## src/hw/cnn_pkg.sv

```systemverilog
// CNN engine shared definitions
package cnn_pkg;

	localparam int CONV_LANES = 4;
	localparam int FIFO_DEPTH = 64;
	localparam int FIFO_AW = $clog2(FIFO_DEPTH);
	localparam int LANE_W = $clog2(CONV_LANES);
	localparam int OP_NUM_W = 8;
	// Read count for the longest convolution over all lanes
	localparam int RD_CNT_W = OP_NUM_W + LANE_W;

	typedef enum logic [2:0] {
		OP_NONE      = 3'd0,
		OP_CONV_CH0  = 3'd1,
		OP_CONV_CH1  = 3'd2,
		OP_CONV_DUAL = 3'd3,
		OP_MPOOL     = 3'd4,
		OP_APOOL     = 3'd5
	} op_e;

	// Presented with start and held until done
	typedef struct packed {
		op_e                 op;
		logic [OP_NUM_W-1:0] op_num;
		logic [2:0]          avg_shift;
	} cmd_t;

	typedef struct packed {
		logic [15:0] data;
		logic [15:0] weight;
	} operand_t;

	typedef struct packed {
		logic        wr_en;
		logic [15:0] value;
	} result_t;

endpackage

```

## src/hw/operand_fifo.sv

```systemverilog
// Operand stream FIFO
module operand_fifo (
	input  logic              clk,
	input  logic              rst,
	input  logic              push,
	input  cnn_pkg::operand_t push_data,
	input  logic              rd,
	output cnn_pkg::operand_t head,
	output logic              empty,
	output logic              full
);

	cnn_pkg::operand_t mem [cnn_pkg::FIFO_DEPTH];

	// Extra top bit tells a full buffer from an empty one
	logic [cnn_pkg::FIFO_AW:0] wr_ptr;
	logic [cnn_pkg::FIFO_AW:0] rd_ptr;

	assign empty = wr_ptr == rd_ptr;
	assign full = (wr_ptr[cnn_pkg::FIFO_AW] != rd_ptr[cnn_pkg::FIFO_AW]) &&
		(wr_ptr[cnn_pkg::FIFO_AW-1:0] == rd_ptr[cnn_pkg::FIFO_AW-1:0]);

	always_ff @(posedge clk or posedge rst) begin
		if (rst) begin
			wr_ptr <= '0;
			rd_ptr <= '0;
		end else begin
			if (push) wr_ptr <= wr_ptr + 1'b1;
			if (rd) rd_ptr <= rd_ptr + 1'b1;
		end
	end

	// Head word is valid the clock after the read
	always_ff @(posedge clk) begin
		if (push) mem[wr_ptr[cnn_pkg::FIFO_AW-1:0]] <= push_data;
		if (rd) head <= mem[rd_ptr[cnn_pkg::FIFO_AW-1:0]];
	end

	assert property (@(posedge clk) disable iff (rst) push |-> !full)
		else $error("push into a full operand FIFO");

	assert property (@(posedge clk) disable iff (rst) rd |-> !empty)
		else $error("read from an empty operand FIFO");

endmodule

```

## src/hw/cmac.sv

```systemverilog
// Multiply-accumulate lane
module cmac (
	input  logic                         clk,
	input  logic                         rst,
	input  logic                         clear,
	input  logic                         load,
	input  cnn_pkg::operand_t            operand,
	input  logic [cnn_pkg::OP_NUM_W-1:0] op_num,
	output logic                         full,
	output logic [15:0]                  result
);

	logic [cnn_pkg::OP_NUM_W-1:0] cnt;
	logic [31:0]                  product;
	logic [15:0]                  sum;

	assign product = operand.data * operand.weight;
	assign full = cnt == op_num;
	assign result = sum;

	always_ff @(posedge clk or posedge rst) begin
		if (rst) begin
			cnt <= '0;
		end else if (clear) begin
			cnt <= '0;
		end else if (load) begin
			cnt <= cnt + 1'b1;
		end
	end

	// Sum wraps at 16 bits
	always_ff @(posedge clk) begin
		if (clear) sum <= '0;
		else if (load) sum <= sum + product[15:0];
	end

	assert property (@(posedge clk) disable iff (rst) load |-> !full)
		else $error("load into a full MAC lane");

endmodule

```

## src/hw/scmp.sv

```systemverilog
// Max pooling comparator
module scmp (
	input  logic                         clk,
	input  logic                         rst,
	input  logic                         clear,
	input  logic                         load,
	input  logic [15:0]                  data,
	input  logic [cnn_pkg::OP_NUM_W-1:0] op_num,
	output logic                         full,
	output logic [15:0]                  result
);

	logic [cnn_pkg::OP_NUM_W-1:0] cnt;
	logic [15:0]                  max_q;

	assign full = cnt == op_num;
	assign result = max_q;

	always_ff @(posedge clk or posedge rst) begin
		if (rst) begin
			cnt <= '0;
		end else if (clear) begin
			cnt <= '0;
		end else if (load) begin
			cnt <= cnt + 1'b1;
		end
	end

	always_ff @(posedge clk) begin
		if (clear) max_q <= '0;
		else if (load && data > max_q) max_q <= data;
	end

endmodule

```

## src/hw/sacc.sv

```systemverilog
// Average pooling accumulator
module sacc (
	input  logic                         clk,
	input  logic                         rst,
	input  logic                         clear,
	input  logic                         load,
	input  logic [15:0]                  data,
	input  logic [cnn_pkg::OP_NUM_W-1:0] op_num,
	input  logic [2:0]                   avg_shift,
	output logic                         full,
	output logic [15:0]                  result
);

	logic [cnn_pkg::OP_NUM_W-1:0] cnt;
	logic [23:0]                  sum;
	logic [23:0]                  scaled;

	assign full = cnt == op_num;

	// Shift the wide sum first so carries above bit 15 still count
	assign scaled = sum >> avg_shift;
	assign result = scaled[15:0];

	always_ff @(posedge clk or posedge rst) begin
		if (rst) begin
			cnt <= '0;
		end else if (clear) begin
			cnt <= '0;
		end else if (load) begin
			cnt <= cnt + 1'b1;
		end
	end

	always_ff @(posedge clk) begin
		if (clear) sum <= '0;
		else if (load) sum <= sum + {8'd0, data};
	end

endmodule

```

## src/hw/engine.sv

```systemverilog
// Convolution and pooling sequencer
module engine (
	input  logic              clk,
	input  logic              rst,
	input  logic              start,
	input  cnn_pkg::cmd_t     cmd,
	input  logic              empty0,
	input  logic              empty1,
	input  cnn_pkg::operand_t head0,
	input  cnn_pkg::operand_t head1,
	output logic              rd0,
	output logic              rd1,
	output cnn_pkg::result_t  p0_result,
	output cnn_pkg::result_t  p1_result,
	output logic              done
);

	typedef enum logic [2:0] {
		ST_IDLE,
		ST_LOAD,
		ST_DRAIN,
		ST_WB,
		ST_FINISH
	} state_e;

	state_e state;
	state_e state_nxt;

	logic                           conv0;
	logic                           conv1;
	logic                           mpool;
	logic                           apool;
	logic                           clear;
	logic                           rd_q0;
	logic                           rd_q1;
	logic                           units_full;
	logic [cnn_pkg::LANE_W-1:0]     lane;
	logic [cnn_pkg::LANE_W-1:0]     wb_cnt;
	logic [cnn_pkg::RD_CNT_W-1:0]   rd_cnt;
	logic [cnn_pkg::RD_CNT_W-1:0]   rd_total;
	logic [cnn_pkg::CONV_LANES-1:0] full0;
	logic [cnn_pkg::CONV_LANES-1:0] full1;
	logic [15:0]                    res0 [cnn_pkg::CONV_LANES];
	logic [15:0]                    res1 [cnn_pkg::CONV_LANES];
	logic                           mp_full;
	logic                           ap_full;
	logic [15:0]                    mp_res;
	logic [15:0]                    ap_res;

	assign conv0 = cmd.op == cnn_pkg::OP_CONV_CH0 || cmd.op == cnn_pkg::OP_CONV_DUAL;
	assign conv1 = cmd.op == cnn_pkg::OP_CONV_CH1 || cmd.op == cnn_pkg::OP_CONV_DUAL;
	assign mpool = cmd.op == cnn_pkg::OP_MPOOL;
	assign apool = cmd.op == cnn_pkg::OP_APOOL;
	assign clear = state == ST_IDLE && start;
	assign done = state == ST_FINISH;

	// Lane count is a power of two so a shift gives the reads per stream
	always_comb begin
		if (conv0 || conv1) rd_total = {cmd.op_num, {cnn_pkg::LANE_W{1'b0}}};
		else if (mpool || apool) rd_total = {{cnn_pkg::LANE_W{1'b0}}, cmd.op_num};
		else rd_total = '0;
	end

	// Dual mode reads both streams in lockstep
	always_comb begin
		rd0 = 1'b0;
		rd1 = 1'b0;
		if (state == ST_LOAD && rd_cnt != rd_total) begin
			if (cmd.op == cnn_pkg::OP_CONV_DUAL) begin
				rd0 = !empty0 && !empty1;
				rd1 = !empty0 && !empty1;
			end else if (conv1) begin
				rd1 = !empty1;
			end else begin
				rd0 = !empty0;
			end
		end
	end

	always_comb begin
		case (cmd.op)
			cnn_pkg::OP_CONV_CH0:  units_full = &full0;
			cnn_pkg::OP_CONV_CH1:  units_full = &full1;
			cnn_pkg::OP_CONV_DUAL: units_full = &full0 && &full1;
			cnn_pkg::OP_MPOOL:     units_full = mp_full;
			cnn_pkg::OP_APOOL:     units_full = ap_full;
			default:               units_full = 1'b1;
		endcase
	end

	always_comb begin
		state_nxt = state;
		case (state)
			ST_IDLE:   if (start) state_nxt = ST_LOAD;
			ST_LOAD:   if (rd_cnt == rd_total) state_nxt = ST_DRAIN;
			ST_DRAIN:  if (units_full) state_nxt = ST_WB;
			ST_WB:     if (!(conv0 || conv1) || &wb_cnt) state_nxt = ST_FINISH;
			ST_FINISH: if (!start) state_nxt = ST_IDLE;
			default:   state_nxt = ST_IDLE;
		endcase
	end

	always_ff @(posedge clk or posedge rst) begin
		if (rst) begin
			state <= ST_IDLE;
			rd_q0 <= 1'b0;
			rd_q1 <= 1'b0;
			rd_cnt <= '0;
			lane <= '0;
			wb_cnt <= '0;
		end else begin
			state <= state_nxt;
			rd_q0 <= rd0;
			rd_q1 <= rd1;
			if (clear) begin
				rd_cnt <= '0;
				lane <= '0;
				wb_cnt <= '0;
			end else begin
				if (rd0 || rd1) rd_cnt <= rd_cnt + 1'b1;
				// Pointer moves to the next lane after each returned operand
				if (rd_q0 || rd_q1) lane <= lane + 1'b1;
				if (state == ST_WB) wb_cnt <= wb_cnt + 1'b1;
			end
		end
	end

	for (genvar i = 0; i < cnn_pkg::CONV_LANES; i++) begin : g_lane
		cmac u_cmac0 (
			.clk     (clk),
			.rst     (rst),
			.clear   (clear),
			.load    (rd_q0 && conv0 && lane == i),
			.operand (head0),
			.op_num  (cmd.op_num),
			.full    (full0[i]),
			.result  (res0[i])
		);

		cmac u_cmac1 (
			.clk     (clk),
			.rst     (rst),
			.clear   (clear),
			.load    (rd_q1 && conv1 && lane == i),
			.operand (head1),
			.op_num  (cmd.op_num),
			.full    (full1[i]),
			.result  (res1[i])
		);
	end

	// Pool units see only the data field of stream 0
	scmp u_scmp (
		.clk    (clk),
		.rst    (rst),
		.clear  (clear),
		.load   (rd_q0 && mpool),
		.data   (head0.data),
		.op_num (cmd.op_num),
		.full   (mp_full),
		.result (mp_res)
	);

	sacc u_sacc (
		.clk       (clk),
		.rst       (rst),
		.clear     (clear),
		.load      (rd_q0 && apool),
		.data      (head0.data),
		.op_num    (cmd.op_num),
		.avg_shift (cmd.avg_shift),
		.full      (ap_full),
		.result    (ap_res)
	);

	always_comb begin
		p0_result = '0;
		p1_result = '0;
		if (state == ST_WB) begin
			if (conv0) begin
				p0_result.wr_en = 1'b1;
				p0_result.value = res0[wb_cnt];
			end else if (mpool || apool) begin
				p0_result.wr_en = 1'b1;
				p0_result.value = mpool ? mp_res : ap_res;
			end
			if (conv1) begin
				p1_result.wr_en = 1'b1;
				p1_result.value = res1[wb_cnt];
			end
		end
	end

	assert property (@(posedge clk) disable iff (rst) start |=> !start || $stable(cmd.op))
		else $error("operation code changed while start was held");

endmodule

```

## src/hw/accel_core.sv

```systemverilog
// CNN accelerator core
module accel_core (
	input  logic              clk,
	input  logic              rst,
	input  logic              push0,
	input  logic              push1,
	input  cnn_pkg::operand_t push_data0,
	input  cnn_pkg::operand_t push_data1,
	input  logic              start,
	input  cnn_pkg::cmd_t     cmd,
	output cnn_pkg::result_t  p0_result,
	output cnn_pkg::result_t  p1_result,
	output logic              done
);

	logic              rd0;
	logic              rd1;
	logic              empty0;
	logic              empty1;
	cnn_pkg::operand_t head0;
	cnn_pkg::operand_t head1;

	operand_fifo u_fifo0 (
		.clk       (clk),
		.rst       (rst),
		.push      (push0),
		.push_data (push_data0),
		.rd        (rd0),
		.head      (head0),
		.empty     (empty0),
		.full      ()
	);

	operand_fifo u_fifo1 (
		.clk       (clk),
		.rst       (rst),
		.push      (push1),
		.push_data (push_data1),
		.rd        (rd1),
		.head      (head1),
		.empty     (empty1),
		.full      ()
	);

	engine u_engine (
		.clk       (clk),
		.rst       (rst),
		.start     (start),
		.cmd       (cmd),
		.empty0    (empty0),
		.empty1    (empty1),
		.head0     (head0),
		.head1     (head1),
		.rd0       (rd0),
		.rd1       (rd1),
		.p0_result (p0_result),
		.p1_result (p1_result),
		.done      (done)
	);

endmodule

```

## config.mk

```make
export PLATFORM = sky130hd
export DESIGN_NAME = accel_core
export DESIGN_NICKNAME = d
export VERILOG_FILES = /design/src/hw/cnn_pkg.sv /design/src/hw/operand_fifo.sv /design/src/hw/cmac.sv /design/src/hw/scmp.sv /design/src/hw/sacc.sv /design/src/hw/engine.sv /design/src/hw/accel_core.sv
export SDC_FILE = /design/constraint.sdc
export NUM_CORES = 2
export LEC_CHECK = 0
export BUFFER_PORTS_ARGS = -buffer_cell sky130_fd_sc_hd__buf_4
export CORE_UTILIZATION = 42
export DETAILED_ROUTE_END_ITERATION = 16
export PLACE_DENSITY_LB_ADDON = 0.12
export SYNTH_ARGS = -nofsm -noshare
export SYNTH_HDL_FRONTEND = slang
export SYNTH_SLANG_ARGS = --single-unit
```

## constraint.sdc

```tcl
create_clock -name clk -period 14.8 [get_ports clk]
set_input_delay 1.48 -clock clk [delete_from_list [all_inputs] [get_ports clk]]
set_output_delay 1.48 -clock clk [all_outputs]
set_load 0.03 [all_outputs]
```

* Word-level counts from Yosys, hierarchy flattened *
Memories as Yosys holds them, arrays and structs flattened. A register that Yosys moved wholly into a read port is not among the register bits.
Cells that the tools add are included.

storage, ports and cells
  flip-flop bits (word level) = 295
  latch bits = 0
  memory bits (writable) = 4096
  ROM bits = 0
  input port bits = 83
  output and inout bits = 35
  word-level logic and storage cells = 198
  memories kept = 2

memory list
  name         depth  bits a word  read ports  clocked after memory_dff  wr ports  line                RTL
  u_fifo0.mem  64     32           1           1                         1         operand_fifo.sv:13  cnn_pkg::operand_t mem [cnn_pkg::FIFO_DEPTH];
  u_fifo1.mem  64     32           1           1                         1         operand_fifo.sv:13

operators by class
  add/sub/neg operators = 26
  multipliers = 2
  divide/modulo/power cells = 0
  order comparisons = 2
  equality and inequality tests = 31
  shift-type cells = 1
  mux-type cells = 57
  bitwise gates (word level) = 1
  reductions and logical operators = 46

operators with widths
  cell                     count
  $mux W8                  21
  $add A16 B16 Y16         8
  $mux W17                 5
  $add A8 B1 Y8 const B    10
  $eq A8 B8 Y1             10
  $mux W16                 5
  $bmux W16 S2             2
  $mul A16 B16 Y16         2
  $mux W10                 3
  $add A7 B1 Y7 const B    4
  $reduce_bool A2 Y1       13
  $add A24 B16 Y24         1
  $shr A24 B3 Y16          1
  $logic_and A1 B1 Y1      17
  $gt A16 B16 Y1           1
  $mux W3                  5
  $pmux W3 S5              1
  $eq A7 B7 Y1             2
  $eq A3 B2 Y1 const B     4
  $add A10 B1 Y10 const B  1
  $eq A10 B10 Y1           1
  $mux W1                  10
  $ne A10 B10 Y1           1
  $eq A3 B3 Y1 const B     3
  17 further kinds         35

* Longest topological paths before layout *
  depth after elaboration = 10
  gate-level depth with buffers = 28
  depth with buffers taken out = 27

* Hierarchy *
A second synthesis with hierarchy kept.

second synthesis, totals
  cell total of the unflattened synthesis = 12759
  area total of the unflattened synthesis = 209444.6 µm²

by module, submodules not included
  module                                  instances  cells each  area each (µm²)  seq. area each (µm²)
  operand_fifo                            2          3469        79475.0          62810.2
  cmac at u_engine.g_lane[2].u_cmac1 ...  3          625         5386.4           520.5
  cmac at u_engine.g_lane[1].u_cmac1 ...  2          625         5390.2           520.5
  cmac at u_engine.g_lane[0].u_cmac1      1          630         5455.2           520.5
  cmac at u_engine.g_lane[1].u_cmac0      1          633         5455.2           520.5
  cmac at u_engine.g_lane[0].u_cmac0      1          630         5454.0           520.5
  sacc                                    1          350         2860.2           660.6
  engine                                  1          280         2728.9           475.5
  scmp                                    1          173         1601.5           520.5

* Worst setup path before layout *
No wires, ideal clock.

  kind = reg2reg
  start = register, netlist name u_fifo0.head[1]
  end = register u_engine.g_lane[0].u_cmac0.sum[15]
  library setup time = 0.070 ns
  data arrival time = 6.610 ns
  required time = 14.730 ns
  slack = 8.121 ns
  stages on the path, launching flop included = 24
  path buffers = 1
  clock period less this slack = 6.679 ns
  cells stage by stage = edfxtp_1 > clkbuf_1 > nand2_1 > fa_1 > fa_1 > fa_1 > fa_1 > inv_1 > fa_1 > inv_1 > fa_1 > inv_1 > ha_1 > nand3_1 > a2111oi_1 > nor3_1 > xnor2_1 > ha_1 > or2_2 > a21oi_1 > a21oi_1 > and3_1 > or4_1 > a21oi_1

between the ends
  word-level cells in the longest chain between the ends = 2

RTL lines
  element                 line        RTL
  $mul A16 B16 Y16        cmac.sv:17  assign product = operand.data * operand.weight;
  $add A16 B16 Y16        cmac.sv:34  else if (load) sum <= sum + product[15:0];
  end signal: assignment  cmac.sv:34
  end: declaration        cmac.sv:15  logic [15:0] sum;

Every way passes these cells.
A chain may end at the register's enable or synchronous reset.

* Final worst setup path *
  start = register, netlist name u_fifo0.head[20]
  end = register u_engine.g_lane[1].u_cmac0.sum[15]

between the ends
  word-level cells in the longest chain between the ends = 2

RTL lines
  element                 line
  $mul A16 B16 Y16        cmac.sv:17
  $add A16 B16 Y16        cmac.sv:34
  end signal: assignment  cmac.sv:34
  end: declaration        cmac.sv:15

Every way passes these cells.

==> summary.txt <==
Syn Area/Cell - 19.66 um^2
share of cells above drive strength 1 - 0.2508
register bit total from synthesis - 4454
num rows - 244
Starting Density - 0.4215
Slew Viols, Final - 0
fin crit share - 0.5009
post-synthesis sequential area ratio - 0.7064
Max stage delay on crit path - 670 ps
Setup Fix Bufs, Post-CTS - 0
placed insts - 15250
CP Max Fanout - 15
core area - 441500 um^2
sequential cell area - 131500 um^2
EDFF count, synth - 4160
post-synthesis adder-cell area fraction - 0.03688
Non-Filler Instances - 16120
Area growth syn-to-layout - 12.99%
vias per cell - 5.776
total number of vias - 93090
Mapped Area - 186100 um^2
post-synth top area share - 0.6714
Hold Path Class - reg2reg
global-route wire length before repair - 710100 um
# nets final - 10340
CTS sink count - 4454
CP Cell Sequence - and2_1 > fa_1 > inv_1 > fa_1 > fa_1 > fa_1 > inv_1 > fa_1 > inv_1 > fa_1 > inv_1 > ha_1 > nand3_1 > a2111oi_1 > nor3_1 > xnor2_1 > ha_1 > or2_2 > a21oi_1 > a21oi_1 > and3_1 > or4_1 > a21oi_1
largest net degree at the start of global routing - 137
cts hold-fix bufs - 0
DRC - 48
Post-synth top flop - edfxtp_1
GRT overflow - 0
Pre-antenna DRT Iters - 13
status - finished with violations
post-synthesis compound-gate area fraction - 0.01992
H-tree lvl count - 5
measured slew at the worst slew-check pin - 1118 ps
Fill cells - 36560
WP data required - 15690 ps
die area - 445700 um^2
hpwl dp - 282300 um
Hold Vio Cnt, Final - 0
Chip Width - 667.6 um
post-synthesis simple-gate area fraction - 0.03497
dominant cell type by area after synthesis - edfxtp_1
initial antenna violation count - 24
Reg clk slew, reported paths - 60 ps
Iter 0 DRT Violations - 8777
mux share of post-synthesis cell area - 0.1712
gpl congestion - 0.8195
Mapped Cells - 9463
xor/xnor cell area share of the yosys netlist - 0.01486
Worst-Skew Late Latency - 1010 ps
Setup Skew - 80.99 ps
I/O Buffers - 117
relative slew slack - 0.2465
Max-Cap Viols - 0
most common cell after layout, fill and taps aside - edfxtp_1
vias in the first global route - 96430
Wirelength per Cell - 30.89 um
CP Launch Type - flip-flop
Die Y - 667.6 um
RSZ-0062 raised after global routing - no
area of the multi-input gates - 52680 um^2
slowest stage cell, crit path - edfxtp_1
Num CTS Buffers - 465
top post-synthesis cells by area - edfxtp_1 (67%), mux4_2 (16%), ha_1 (1.9%)
syn nets - 9993
# setup viols final - 0
Setup Crit Path Kind - reg2reg
Critical Path AT - 8300 ps
Max Fclk - 0.1349 GHz
gr usage total - 0.2216
largest family of logic cells by synthesized area - multiplexers
Setup TNS Final - 0 ps
most frequent cells in the layout - edfxtp_1 (4160), mux4_2 (1350), clkbuf_16 (473)
WL final - 497900 um
failing checks - design-rule violations
count of different cell masters after synthesis - 77
Synth Warn # - 0
number of buffers on the longest clock path - 4
Final ANT Viol Nets - 0
IO Count - 118
CP endpoint kind - flip-flop
Async S/R FF share, synth - 0.02851
final worst path period need - 7413 ps
post_cts resized - 0
TritonCTS clock tree - yes
root buffer cell - clkbuf_16
crit-path most repeated cell - fa_1
==> worst paths after layout <==
check / start / end / slack (ps) / depth (start not counted)
hold reg to reg: u_engine.g_lane[3].u_cmac1.result[3] / u_engine.g_lane[3].u_cmac1.result[3] / 480 / 2
setup / recovery: u_fifo0.head[20] / u_engine.g_lane[1].u_cmac0.result[15] / 7390 / 23
hold / removal: u_engine.g_lane[3].u_cmac1.result[3] / u_engine.g_lane[3].u_cmac1.result[3] / 480 / 2
min in group asynchronous: rst / u_engine.u_sacc.cnt[4] / 660 / 2
max in group asynchronous: rst / u_fifo1.rd_ptr[2] / 12800 / 3
setup reg to reg: u_fifo0.head[20] / u_engine.g_lane[1].u_cmac0.result[15] / 7390 / 23
==> Yosys cell counts (all sizes together), types with 43 or more instances <==
master	n
dfxtp	167
mux4	1350
clkbuf	312
edfxtp	4160
buf	151
nor2	360
and2	155
inv	295
xor2	128
a211oi	44
fa	169
ha	278
xnor2	180
a21o	43
nor2b	49
mux2i	96
nand3	100
nand2	473
nor3	64
o21ai	125
dfrtp	127
a21oi	257
mux2	43
==> cell families (layout without fill, tap and decap cells) <==
group | count (synthesis) | after routing
mux | 1489 | 1489
compound gates | 611 | 611
buf+inv | 759 | 1499
fa+ha+maj | 447 | 447
xor+xnor | 310 | 310
simple gates | 1393 | 1393
other cells | 0 | 10
flops | 4454 | 4454
==> registers in the layout (all words and copies together) (netlist names), 3 cells and up <==
name / cells
u_engine.u_scmp.cnt: 8
u_engine.u_sacc.sum: 23
u_engine.g_lane.u_cmac0.cnt: 32
u_fifo0.mem: 2048
u_fifo1.rd_ptr: 7
u_fifo1.wr_ptr: 7
u_engine.g_lane.u_cmac1.result: 64
u_fifo0.rd_ptr: 7
u_fifo0.wr_ptr: 7
u_engine.u_sacc.cnt: 8
u_fifo1.mem: 2048
u_engine.rd_cnt: 10
u_fifo1.head: 32
u_fifo0.head: 32
u_engine.u_scmp.result: 16
u_engine.state: 3
u_engine.g_lane.u_cmac1.cnt: 32
u_engine.g_lane.u_cmac0.result: 64
==> per-layer routing <==
layer | vias up | global-route usage | routed length, um
met5 | - | 0 | 74
met4 | 12 | 0.05041 | 11280
met3 | 641 | 0.02724 | 25080
met2 | 2555 | 0.3739 | 248000
met1 | 50980 | 0.3094 | 213500
li1 | 38900 | - | -
==> cell type report <==
class	count	share of cell area
Timing Repair Buffer	347	0.01293
Clock buffer	582	0.05850
Antenna cell	10	0.0001190
Clock inverter	274	0.01208
Sequential cell	4454	0.6254
Multi-Input combinational cell	4250	0.2505
Tap cell	5904	0.03514
Inverter	296	0.005309
==> through the flow <==
step	area (um^2)	hold slack [ps]	util	worst slack, ps
detailed placement	195400	465.5	0.4426	7394
global route	210200	494.4	0.4762	7004
CTS	210200	473.8	0.4762	7346
floorplan	186100	446.0	-	8121
finish	210200	475.0	0.4762	7387
global placement	195400	456.5	0.4426	7407
==> worst max-delay path: cells and delay by family (launching register included) <==
family,cells,cell delay [ps]
adders and majority gates,8,3630
buffers and inverters,4,200
DFF,1,670
xor gates and xnor gates,1,460
and+or+nand+nor,6,1470
AOI/OAI and AO/OA,4,870
Power is not shown: default switching activity piles up to over one toggle a cycle in this logic, so the estimate is an artifact.
